**src/verilog/alu_pkg.sv**
```systemverilog
package alu_pkg;

  // Data path width
  localparam int XLEN = 32;

  // Micro-op queue sizing
  localparam int UOP_DEPTH = 4;
  localparam int UOP_PTR_W = $clog2(UOP_DEPTH);
  localparam int UOP_CNT_W = $clog2(UOP_DEPTH + 1);

  // RV32I major opcodes handled by this stage
  localparam logic [6:0] OPC_OP     = 7'b0110011;
  localparam logic [6:0] OPC_OP_IMM = 7'b0010011;

  // funct3 field values
  localparam logic [2:0] F3_ADD  = 3'b000;
  localparam logic [2:0] F3_SLL  = 3'b001;
  localparam logic [2:0] F3_SLT  = 3'b010;
  localparam logic [2:0] F3_SLTU = 3'b011;
  localparam logic [2:0] F3_XOR  = 3'b100;
  localparam logic [2:0] F3_SR   = 3'b101;
  localparam logic [2:0] F3_OR   = 3'b110;
  localparam logic [2:0] F3_AND  = 3'b111;

  // funct7 values, ALT selects SUB and SRA
  localparam logic [6:0] F7_BASE = 7'b0000000;
  localparam logic [6:0] F7_ALT  = 7'b0100000;

  // Register index
  typedef logic [4:0] reg_idx_t;

  // ALU operation codes, gaps in the code space give zero
  typedef enum logic [3:0] {
    ALU_AND  = 4'b0001,
    ALU_OR   = 4'b0010,
    ALU_XOR  = 4'b0011,
    ALU_SLL  = 4'b0101,
    ALU_SRL  = 4'b0110,
    ALU_SRA  = 4'b0111,
    ALU_ADD  = 4'b1000,
    ALU_SUB  = 4'b1100,
    ALU_SLT  = 4'b1101,
    ALU_SLTU = 4'b1111
  } alu_op_t;

  // One instruction word, R-type or I-type view
  typedef union packed {
    struct packed {
      logic [6:0] funct7;
      reg_idx_t   rs2;
      reg_idx_t   rs1;
      logic [2:0] funct3;
      reg_idx_t   rd;
      logic [6:0] opcode;
    } r;
    struct packed {
      logic [11:0] imm;
      reg_idx_t    rs1;
      logic [2:0]  funct3;
      reg_idx_t    rd;
      logic [6:0]  opcode;
    } i;
  } insn_t;

endpackage

```
**src/verilog/alu_uop_if.sv**
```systemverilog
`timescale 1ns/1ps

interface alu_uop_if;
  import alu_pkg::*;

  // Micro-op payload and its qualifier
  logic             valid;
  alu_op_t          op;
  logic [XLEN-1:0]  a;
  logic [XLEN-1:0]  b;
  reg_idx_t         rd;

  // Pop strobe from the receiving side
  logic             take;

  // Sending side
  modport producer (
    output valid, op, a, b, rd,
    input  take
  );

  // Receiving side
  modport consumer (
    input  valid, op, a, b, rd,
    output take
  );

endinterface

```
**src/verilog/alu.sv**
```systemverilog
`timescale 1ns/1ps

module alu (
  input  logic                     clk,
  input  logic                     rst_n,
  input  logic                     hold,
  alu_uop_if.consumer              uop,
  output logic                     result_valid,
  output logic [alu_pkg::XLEN-1:0] result,
  output alu_pkg::reg_idx_t        result_rd,
  output logic                     result_zero
);
  import alu_pkg::*;

  // All candidate results, computed in parallel
  logic [XLEN-1:0] and_res;
  logic [XLEN-1:0] or_res;
  logic [XLEN-1:0] xor_res;
  logic [XLEN-1:0] sll_res;
  logic [XLEN-1:0] srl_res;
  logic [XLEN-1:0] sra_res;
  logic [XLEN-1:0] add_res;
  logic [XLEN-1:0] sub_res;
  logic            slt_res;
  logic            sltu_res;

  logic [XLEN-1:0] b_inv;
  logic            sub_cout;
  logic [4:0]      shamt;
  logic [XLEN-1:0] sel_res;
  logic            pop;

  // Pop whenever a micro-op waits and no stall
  assign pop      = uop.valid & ~hold;
  assign uop.take = pop;

  // Shift amount is the low five bits of b
  assign shamt = uop.b[4:0];

  assign and_res = uop.a & uop.b;
  assign or_res  = uop.a | uop.b;
  assign xor_res = uop.a ^ uop.b;
  assign sll_res = uop.a << shamt;
  assign srl_res = uop.a >> shamt;
  assign sra_res = $unsigned($signed(uop.a) >>> shamt);
  assign add_res = uop.a + uop.b;

  // a - b as a + ~b + 1, carry kept for the unsigned compare
  assign b_inv = ~uop.b;
  assign {sub_cout, sub_res} = {1'b0, uop.a} + {1'b0, b_inv} + {{XLEN{1'b0}}, 1'b1};

  // No borrow out means a >= b unsigned
  assign sltu_res = ~sub_cout;

  // Signs differ: the negative one is smaller
  // Signs equal: the difference cannot overflow, use its sign
  assign slt_res = (uop.a[XLEN-1] ^ uop.b[XLEN-1]) ? uop.a[XLEN-1] : sub_res[XLEN-1];

  // Result select, unused codes read as zero
  always_comb begin
    case (uop.op)
      ALU_AND:  sel_res = and_res;
      ALU_OR:   sel_res = or_res;
      ALU_XOR:  sel_res = xor_res;
      ALU_SLL:  sel_res = sll_res;
      ALU_SRL:  sel_res = srl_res;
      ALU_SRA:  sel_res = sra_res;
      ALU_ADD:  sel_res = add_res;
      ALU_SUB:  sel_res = sub_res;
      ALU_SLT:  sel_res = {{(XLEN-1){1'b0}}, slt_res};
      ALU_SLTU: sel_res = {{(XLEN-1){1'b0}}, sltu_res};
      default:  sel_res = '0;
    endcase
  end

  always_ff @(posedge clk or negedge rst_n) begin
    if (!rst_n) begin
      result_valid <= 1'b0;
    end else begin
      result_valid <= pop;
    end
  end

  // Output payload, loaded only on a pop
  always_ff @(posedge clk) begin
    if (pop) begin
      result      <= sel_res;
      result_rd   <= uop.rd;
      result_zero <= ~(|sel_res);
    end
  end

endmodule

```
**src/verilog/alu_exec_top.sv**
```systemverilog
`timescale 1ns/1ps

module alu_exec_top (
  input  logic                     clk,
  input  logic                     rst_n,
  // Issue side
  input  logic                     issue,
  input  alu_pkg::insn_t           insn,
  input  logic [alu_pkg::XLEN-1:0] rs1_val,
  input  logic [alu_pkg::XLEN-1:0] rs2_val,
  output logic                     busy,
  output logic                     illegal,
  // Stall from downstream
  input  logic                     hold,
  // Result side
  output logic                     result_valid,
  output logic [alu_pkg::XLEN-1:0] result,
  output alu_pkg::reg_idx_t        result_rd,
  output logic                     result_zero
);

  // Decoder to queue, valid is a push strobe
  alu_uop_if dec_uop ();

  // Queue head to ALU, take pops
  alu_uop_if q_uop ();

  insn_decoder u_decoder (
    .clk     (clk),
    .rst_n   (rst_n),
    .issue   (issue),
    .insn    (insn),
    .rs1_val (rs1_val),
    .rs2_val (rs2_val),
    .illegal (illegal),
    .uop     (dec_uop.producer)
  );

  uop_fifo u_queue (
    .clk     (clk),
    .rst_n   (rst_n),
    .wr      (dec_uop.consumer),
    .rd_side (q_uop.producer),
    .busy    (busy)
  );

  // Issue to result is 3 cycles through an empty queue
  alu u_alu (
    .clk          (clk),
    .rst_n        (rst_n),
    .hold         (hold),
    .uop          (q_uop.consumer),
    .result_valid (result_valid),
    .result       (result),
    .result_rd    (result_rd),
    .result_zero  (result_zero)
  );

endmodule

```
**src/verilog/insn_decoder.sv**
```systemverilog
`timescale 1ns/1ps

module insn_decoder (
  input  logic                     clk,
  input  logic                     rst_n,
  input  logic                     issue,
  input  alu_pkg::insn_t           insn,
  input  logic [alu_pkg::XLEN-1:0] rs1_val,
  input  logic [alu_pkg::XLEN-1:0] rs2_val,
  output logic                     illegal,
  alu_uop_if.producer              uop
);
  import alu_pkg::*;

  alu_op_t         dec_op;
  logic [XLEN-1:0] dec_b;
  logic            dec_ok;

  // funct3 to ALU code, alt picks SUB or SRA
  function automatic alu_op_t map_op(input logic [2:0] funct3, input logic alt);
    alu_op_t op;
    op = ALU_ADD;
    case (funct3)
      F3_ADD:  op = alt ? ALU_SUB : ALU_ADD;
      F3_SLL:  op = ALU_SLL;
      F3_SLT:  op = ALU_SLT;
      F3_SLTU: op = ALU_SLTU;
      F3_XOR:  op = ALU_XOR;
      F3_SR:   op = alt ? ALU_SRA : ALU_SRL;
      F3_OR:   op = ALU_OR;
      F3_AND:  op = ALU_AND;
    endcase
    return op;
  endfunction

  always_comb begin
    dec_ok = 1'b0;
    dec_op = ALU_ADD;
    dec_b  = rs2_val;
    case (insn.r.opcode)
      OPC_OP: begin
        // Bit 30 of the word selects the alternate op
        dec_op = map_op(insn.r.funct3, insn.r.funct7[5]);
        if (insn.r.funct7 == F7_BASE) begin
          dec_ok = 1'b1;
        end else if (insn.r.funct7 == F7_ALT) begin
          // Only SUB and SRA have an alternate form
          dec_ok = (insn.r.funct3 == F3_ADD) || (insn.r.funct3 == F3_SR);
        end
      end
      OPC_OP_IMM: begin
        if (insn.i.funct3 == F3_SLL) begin
          // SLLI takes shamt from imm[4:0]
          dec_op = ALU_SLL;
          dec_b  = {{(XLEN-5){1'b0}}, insn.i.imm[4:0]};
          dec_ok = (insn.i.imm[11:5] == F7_BASE);
        end else if (insn.i.funct3 == F3_SR) begin
          // SRLI or SRAI by imm[10]
          dec_op = map_op(F3_SR, insn.i.imm[10]);
          dec_b  = {{(XLEN-5){1'b0}}, insn.i.imm[4:0]};
          dec_ok = (insn.i.imm[11:5] == F7_BASE) || (insn.i.imm[11:5] == F7_ALT);
        end else begin
          // Sign-extended immediate, never a subtract
          dec_op = map_op(insn.i.funct3, 1'b0);
          dec_b  = {{(XLEN-12){insn.i.imm[11]}}, insn.i.imm};
          dec_ok = 1'b1;
        end
      end
      default: dec_ok = 1'b0;
    endcase
  end

  // One-cycle push or illegal pulse per issue
  always_ff @(posedge clk or negedge rst_n) begin
    if (!rst_n) begin
      uop.valid <= 1'b0;
      illegal   <= 1'b0;
    end else begin
      uop.valid <= issue & dec_ok;
      illegal   <= issue & ~dec_ok;
    end
  end

  // Payload, qualified by valid downstream
  always_ff @(posedge clk) begin
    if (issue) begin
      uop.op <= dec_op;
      uop.a  <= rs1_val;
      uop.b  <= dec_b;
      uop.rd <= insn.r.rd;
    end
  end

endmodule

```
**src/verilog/uop_fifo.sv**
```systemverilog
`timescale 1ns/1ps

module uop_fifo (
  input  logic         clk,
  input  logic         rst_n,
  alu_uop_if.consumer  wr,
  alu_uop_if.producer  rd_side,
  output logic         busy
);
  import alu_pkg::*;

  // Storage, one array per field
  alu_op_t         op_mem [UOP_DEPTH];
  logic [XLEN-1:0] a_mem  [UOP_DEPTH];
  logic [XLEN-1:0] b_mem  [UOP_DEPTH];
  reg_idx_t        rd_mem [UOP_DEPTH];

  logic [UOP_PTR_W-1:0] wr_ptr;
  logic [UOP_PTR_W-1:0] rd_ptr;
  logic [UOP_CNT_W-1:0] count;
  logic                 push;
  logic                 pop;

  // Issuer keeps the queue from overflowing, so every push is accepted
  assign push    = wr.valid;
  assign wr.take = push;
  // ALU takes only a valid head
  assign pop     = rd_side.take;

  // Show-ahead head entry
  assign rd_side.valid = (count != '0);
  assign rd_side.op    = op_mem[rd_ptr];
  assign rd_side.a     = a_mem[rd_ptr];
  assign rd_side.b     = b_mem[rd_ptr];
  assign rd_side.rd    = rd_mem[rd_ptr];

  // Headroom for the micro-op still in the decoder register
  assign busy = (count >= UOP_CNT_W'(UOP_DEPTH - 1));

  always_ff @(posedge clk) begin
    if (push) begin
      op_mem[wr_ptr] <= wr.op;
      a_mem[wr_ptr]  <= wr.a;
      b_mem[wr_ptr]  <= wr.b;
      rd_mem[wr_ptr] <= wr.rd;
    end
  end

  // Pointers wrap on their own, depth is a power of two
  always_ff @(posedge clk or negedge rst_n) begin
    if (!rst_n) begin
      wr_ptr <= '0;
      rd_ptr <= '0;
      count  <= '0;
    end else begin
      if (push) begin
        wr_ptr <= wr_ptr + 1'b1;
      end
      if (pop) begin
        rd_ptr <= rd_ptr + 1'b1;
      end
      // Simultaneous push and pop leaves count alone
      case ({push, pop})
        2'b10:   count <= count + 1'b1;
        2'b01:   count <= count - 1'b1;
        default: count <= count;
      endcase
    end
  end

endmodule
```
**config.mk**
```make
export PLATFORM = sky130hd
export DESIGN_NAME = alu_exec_top
export DESIGN_NICKNAME = d
export VERILOG_FILES = /design/src/verilog/alu_pkg.sv /design/src/verilog/alu_uop_if.sv /design/src/verilog/alu.sv /design/src/verilog/alu_exec_top.sv /design/src/verilog/insn_decoder.sv /design/src/verilog/uop_fifo.sv
export SDC_FILE = /design/constraint.sdc
export NUM_CORES = 1
export LEC_CHECK = 0
export ABC_AREA = 1
export BUFFER_PORTS_ARGS = -buffer_cell sky130_fd_sc_hd__buf_4
export CAP_MARGIN = 20
export CORE_UTILIZATION = 35
export DETAILED_ROUTE_END_ITERATION = 10
export HOLD_SLACK_MARGIN = 0.15
export PLACE_DENSITY = 0.53
export RECOVER_POWER = 100
export SYNTH_ARGS = -nofsm -noshare
export SYNTH_HDL_FRONTEND = slang
export SYNTH_SLANG_ARGS = --single-unit
```
**constraint.sdc**
```tcl
create_clock -name clk -period 6 [get_ports clk]
set_input_delay 0.3 -clock clk [delete_from_list [all_inputs] [get_ports clk]]
set_output_delay 0.3 -clock clk [all_outputs]
set_load 0.01 [all_outputs]
```
=== Word-level counts from Yosys, hierarchy flattened ===
Memory sizes are Yosys's and may differ from the RTL's. A register that Yosys moved wholly into a read port is not among the register bits.
Cells that the tools add are included.

* Memories: 5
* Bits in registers: 116
* ROM bits: 32
* Logic and storage cells: 88
* RAM bits: 292
* Output and inout bits: 41

* Order comparisons: 1
* $add $sub $neg: 7
* Shift operators: 3
* Bitwise logic cells: 12
* Equality and inequality tests: 22
* Muxes and demuxes: 19
* Reductions and logical operators: 7

{| class="wikitable"
|+ Memories
! name !! words !! bits a word !! rd ports !! clocked after memory_dff !! write ports !! line !! source
|-
| u_queue.a_mem || 4 || 32 || 1 || 0 || 1 || uop_fifo.sv:14 || <nowiki>logic [XLEN-1:0] a_mem [UOP_DEPTH];</nowiki>
|-
| u_queue.b_mem || 4 || 32 || 1 || 0 || 1 || uop_fifo.sv:15 || <nowiki>logic [XLEN-1:0] b_mem [UOP_DEPTH];</nowiki>
|-
| (no name shown) || 8 || 4 || 1 || 0 || 0 || insn_decoder.sv:23 || <nowiki>case (funct3)</nowiki>
|-
| u_queue.rd_mem || 4 || 5 || 1 || 1 || 1 || uop_fifo.sv:16 || <nowiki>reg_idx_t rd_mem [UOP_DEPTH];</nowiki>
|-
| u_queue.op_mem || 4 || 4 || 1 || 0 || 1 || uop_fifo.sv:13 || <nowiki>alu_op_t op_mem [UOP_DEPTH];</nowiki>
|}

{| class="wikitable"
|+ Operator list
! operator !! count
|-
| $pmux W32 S10 || 1
|-
| $mux W32 || 3
|-
| $add A32 B32 Y33 || 1
|-
| $add A33 B1 Y33 const B || 1
|-
| $add A32 B32 Y32 || 1
|-
| $and A32 B32 Y32 || 1
|-
| $not A32 Y32 || 1
|-
| $or A32 B32 Y32 || 1
|-
| $pmux W4 S8 || 1
|-
| $reduce_or A32 Y1 || 1
|-
| $shl A32 B5 Y32 || 1
|-
| $shr A32 B5 Y32 || 1
|-
| $sshr A32 B5 Y32 || 1
|-
| $xor A32 B32 Y32 || 1
|-
| $eq A4 B4 Y1 const B || 4
|-
| $eq A7 B6 Y1 const B || 2
|-
| $eq A3 B3 Y1 const B || 4
|-
| $eq A4 B3 Y1 const B || 3
|-
| $eq A4 B2 Y1 const B || 2
|-
| $mux W1 || 8
|-
| $mux W4 || 2
|-
| $pmux W4 S2 || 1
|-
| $eq A7 B5 Y1 const B || 1
|-
| $logic_not A7 Y1 || 1
|-
| 19 further kinds || 27
|}

=== Longest topological paths before layout ===
An unclocked memory read counts as a cell.

* Depth after elaboration: 8
* Gate-level depth with buffers: 32

=== By module ===
Synthesis repeated with hierarchy kept, for this count alone.

* Cell total of the unflattened synthesis: 3358
* Area, all modules: 26715.6 um2

{| class="wikitable"
|+ By module, submodules not included
! module !! cells an instance !! area an instance (um2) !! times used
|-
| uop_fifo || 902 || 12112.9 || 1
|-
| alu || 2223 || 11583.6 || 1
|-
| insn_decoder || 233 || 3019.1 || 1
|}

=== Least setup slack after synthesis ===
Ideal clock, no wire load.

* Path type: reg-to-reg
* From: register u_queue.rd_ptr[0]
* To: register u_alu.result_zero (data pin)
* Period minus slack after synthesis: 4.522 ns
* Setup slack: 1.478 ns
* Data arrival time: 4.384 ns
* Stages on the path, launching flop included: 33
* Path buffers: 7
* Library setup time: 0.138 ns
* Path through: dfrtp_1 -> buf_6 -> inv_6 -> buf_6 -> buf_12 -> buf_6 -> clkbuf_1 -> clkbuf_1 -> nand2_1 -> a32oi_1 -> inv_1 -> ha_1 -> clkbuf_1 -> inv_1 -> a21oi_1 -> inv_1 -> nand2_1 -> nand2_1 -> a21oi_1 -> nand3b_1 -> nand3_1 -> nand3_1 -> nand2_1 -> fa_1 -> nand2_1 -> o211ai_1 -> nor2_1 -> nand4_1 -> nor2_1 -> nand2_1 -> nor2_1 -> nand2_1 -> nor2_1

* Elaborated cells on any way between the ends: 29

{| class="wikitable"
|+ RTL lines
! what !! line !! source
|-
| start, declared || uop_fifo.sv:19 || <nowiki>logic [UOP_PTR_W-1:0] rd_ptr;</nowiki>
|-
| start signal, assigned || uop_fifo.sv:60 || <nowiki>rd_ptr <= rd_ptr + 1'b1;</nowiki>
|-
| $mem_v2 Z4 W32 || - ||
|-
| $not A32 Y32 || alu.sv:49 || <nowiki>assign b_inv = ~uop.b;</nowiki>
|-
| $add A32 B32 Y33 || alu.sv:50 || <nowiki>assign {sub_cout, sub_res} = {1'b0, uop.a} + {1'b0, b_inv} + {{XLEN{1'b0}}, 1'b1};</nowiki>
|-
| $add A33 B1 Y33 || alu.sv:50 ||
|-
| $pmux W32 S10 * || alu.sv:61 || <nowiki>case (uop.op)</nowiki>
|-
| net u_alu.sel_res[31] || alu.sv:30 || <nowiki>logic [XLEN-1:0] sel_res;</nowiki>
|-
| $reduce_or A32 Y1 * || alu.sv:89 || <nowiki>result_zero <= ~(|sel_res);</nowiki>
|-
| $not A1 Y1 * || alu.sv:89 ||
|-
| end signal, assigned || alu.sv:89 ||
|-
| end, declared || alu.sv:11 || <nowiki>output logic result_zero</nowiki>
|}

The timed path passes the listed nets; every way through them passes the cells marked *.
A chain may end at the register's enable or synchronous reset.

=== Worst setup path after layout ===
Same ends and word-level chain as after synthesis.

==> impl_metrics.csv <==
group,metric,value,unit
final_layout,final_common_cell,"nand2_1",
hold_path,hp-class,"in -> reg",
sta,maxSlewHeadroom,-1.36,
drt,ant_nets,0,
final_layout,final_cell_mix,"nand2_1, nand3_1, edfxtp_1, inv_1, nor2_1",
floorplan,die_width,273,um
sta,period_share,0.881,
run_status,violations,"max-capacitance violations, max-slew violations",
worst_setup_path,cp-startpoint,"u_queue.rd_ptr[0]$_DFFE_PN0P_",
sta,clock_skew,0.0249,ns
synthesis,yosysWarnings,0,
worst_setup_path,slowest_stage,"buf_12",
drt,wl_per_cell,20.5,um
grt,grt_overflow_total,0,
clocking,clkTransAtPathRegs,0.06,ns
worst_setup_path,crit_family,"simple AND/OR/NAND/NOR gates",
final_layout,ff_latch_area,12400,um^2
flow_run,drv_cap,10,
grt,grt_pass1_vias,21300,
final_layout,nNetsFinal,3524,
worst_setup_path,required,6.45,ns
worst_setup_path,r2r_cells,23,
final_layout,drive_above_1_share,0.0795,
worst_setup_path,cp-endpoint,"u_alu.result_zero$_DFFE_PP_",
clocking,cts.sinks,413,
drt,drt-total-wl,88100,um
synthesis,syn_area,25600,um^2
placement,io_buffers,135,
final_layout,syn_to_final_growth,15.2,%
grt,grt_pass1_wl,132000,um
worst_setup_path,ff2ff_setup_slack,0.71,ns
sta,rsz0062_at_grt,"no",
clocking,clockBufferDepth,3,
synthesis,synth_ff_type,"edfxtp_1",
clocking,htreeDepth,2,
sta,setup_viol,0,
synthesis,netlist_instances,3134,
worst_setup_path,crit_cells,23,
clocking,cts_buffers,45,
synthesis,syn_nets,3349,
synthesis,synth_enable_flop_cells,403,
sta,maxSlewViolCount,384,
synthesis,ys_ff_latch,413,
synthesis,postSynthAreaPerCell,8.18,um^2
grt,antenna_found_initial,3,
worst_setup_path,crit_path_cell_trace,"buf_12, nand2_1, a32oi_1, inv_1, ha_1, inv_1, a21oi_1, o21ai_0, a21oi_1, nand3b_1, nand3_1, nand3_1, nand2_1, fa_1, nand2_1, o211ai_1, nor2_1, nand4_1, nor2_1, nand2_1, nor2_1, nand2_1, nor2_1",
sta,tns,0,ns
worst_setup_path,cpPeakStageDelay,0.53,ns
drt,vias_per_cell,5.27,
final_layout,antenna_cells,0,
grt,grt_max_degree,153,
placement,hpwlAfterDp,64200,um
sta,worst_pin_slew,3.54,ns
placement,place.gp.congestion,1.05,
floorplan,coreArea,72000,um^2
sta,fin_crit,5.29,ns
worst_setup_path,end_kind,"flop",
worst_setup_path,r2r_start,"u_queue.rd_ptr[0]$_DFFE_PN0P_",
synthesis,async_reset_ff_frac,0.0242,
final_layout,fill_cells,7403,
drt,vias,22600,
floorplan,initial_utilization,0.356,
worst_setup_path,worst-path-max-fanout,152,
floorplan,fp.dieH,273,um
drt,dr.first_iter.drc_count,2363,
worst_setup_path,rr_endpoint,"u_alu.result_zero$_DFFE_PP_",
clocking,cts_tree,"done",
worst_setup_path,crit_buf_inv,3,
clocking,cts_setup_buffers,0,
clocking,cts_root_buf,"clkbuf_16",
run_status,status,"complete, but fails checks",
floorplan,die_area,74400,um^2
synthesis,yosysUniqueCellTypes,54,
worst_setup_path,crit_arrival,5.74,ns
floorplan,std_cell_rows,98,
sta,hold_viol_final,0,
drt,drt_pass1_iterations,6,
worst_setup_path,crit_path_start_kind,"flop",
floorplan,pin_count,141,
worst_setup_path,worstSetupPathType,"reg -> reg",
sta,fmax,189,MHz
synthesis,seq_area_frac_synth,0.482,
clocking,clk_latency,0.60,ns
final_layout,multi_input_area,11200,um^2
grt,grt_usage,0.236,
drt,drc,0,
clocking,ctsResizeCount,0,
worst_setup_path,cp_common_cell,"nand2_1",
clocking,hold_buffers,87,
-- sequential cells by signal, indices dropped and copies added, names as in the netlist, 3 cells and up --
name              flops
u_queue.count         3
u_queue.rd_mem       20
u_decoder.uop.b      32
u_alu.result         32
u_queue.op_mem       16
u_decoder.uop.a      32
u_alu.result_rd       5
u_decoder.uop.rd      5
u_decoder.uop.op      4
u_queue.b_mem       128
u_queue.a_mem       128
-- metal layers --
metal / track usage / part of all wire
met1: 0.315 / 0.42
met4: 0.107 / 0.046
met2: 0.368 / 0.45
met3: 0.0481 / 0.082
met5: 0 / 0.00032
-- stage by stage --
step           cell area, um^2  hold slack, ns  setup WS [ns]  utilization  std cells
2_1_floorplan            25600         0.00441           1.48            -       3134
3_3_place_gp             27500           0.154          0.963        0.382       4124
3_5_place_dp             27500           0.154          0.861        0.382       4124
4_1_cts                  29800           0.174          0.811        0.414       4293
5_1_grt                  29600           0.233          0.313        0.411       4294
6_report                 29600           0.203          0.713        0.411       4294
-- synth_stat cells (2+ instances only) --
library cell,n,area (um^2)
nand2_4,2,22.5
buf_4,14,105
clkbuf_1,54,203
buf_1,8,30.0
o21bai_1,13,97.6
a32oi_1,27,236
o221ai_1,3,26.3
ha_1,111,1390
a31oi_1,4,25.0
dfrtp_1,10,250
o21ai_2,2,17.5
a22o_1,4,35.0
o22ai_1,14,87.6
nor4_1,4,25.0
fa_1,4,80.1
xnor2_1,3,26.3
nand4_1,41,257
buf_8,2,30.0
nor3_2,2,20.0
a21o_1,4,30.0
or2_0,2,12.5
o21ai_0,98,490
nand3_2,8,80.1
and2_4,2,17.5
inv_2,9,33.8
nor2_1,214,803
nor3_1,26,130
o21a_1,2,15.0
nor2_2,5,31.3
xor2_1,9,78.8
o211ai_1,24,180
nand2_1,938,3520
a211oi_1,3,22.5
a21oi_1,143,716
or2_2,10,62.6
buf_2,48,240
o2111ai_1,2,17.5
buf_6,14,158
nand3_1,444,2220
inv_1,336,1260
nand2_2,30,188
nand3b_1,7,52.6
a21boi_0,5,37.5
edfxtp_1,403,12100
o21ai_1,17,85.1
-- layout make-up --
cell class              instances  share of cell area
clock inverters                30             0.00885
flip-flops and latches        413               0.418
well taps                     950              0.0402
clock buffers                  52              0.0390
repair buffers                269              0.0701
multi-input cells            2233               0.379
inverters                     347              0.0445
-- how the worst min path moves through the flow --
stage	from	end	cells after the start
after floorplan	rst_n	u_alu.result_valid$_DFF_PN0_	0
after global placement	rst_n	u_queue.count[0]$_DFFE_PN0P_	1
after detailed placement	rst_n	u_queue.count[0]$_DFFE_PN0P_	1
after CTS	insn[12]	u_decoder.uop.op[2]$_DFFE_PP_	3
after global routing	insn[12]	u_decoder.uop.op[2]$_DFFE_PP_	3
final	insn[12]	u_decoder.uop.op[2]$_DFFE_PP_	3
-- tightest hold or removal path: cells and delay by family --
| family | cells | cell delay (ns) |
|---|---|---|
| buffers and inverters | 1 | 0.11 |
| AOI/OAI and AO/OA | 2 | 0.28 |
-- kinds of logic after synthesis --
logic type                 synth area share
adders and majority gates            0.0573
and+or+nand+nor                       0.291
DFF                                   0.482
AOI/OAI and AO/OA                    0.0844
xor gates and xnor gates            0.00410
buffers and inverters                0.0816
Power is not shown: default switching activity piles up to over one toggle a cycle in this logic, so the estimate is an artifact.
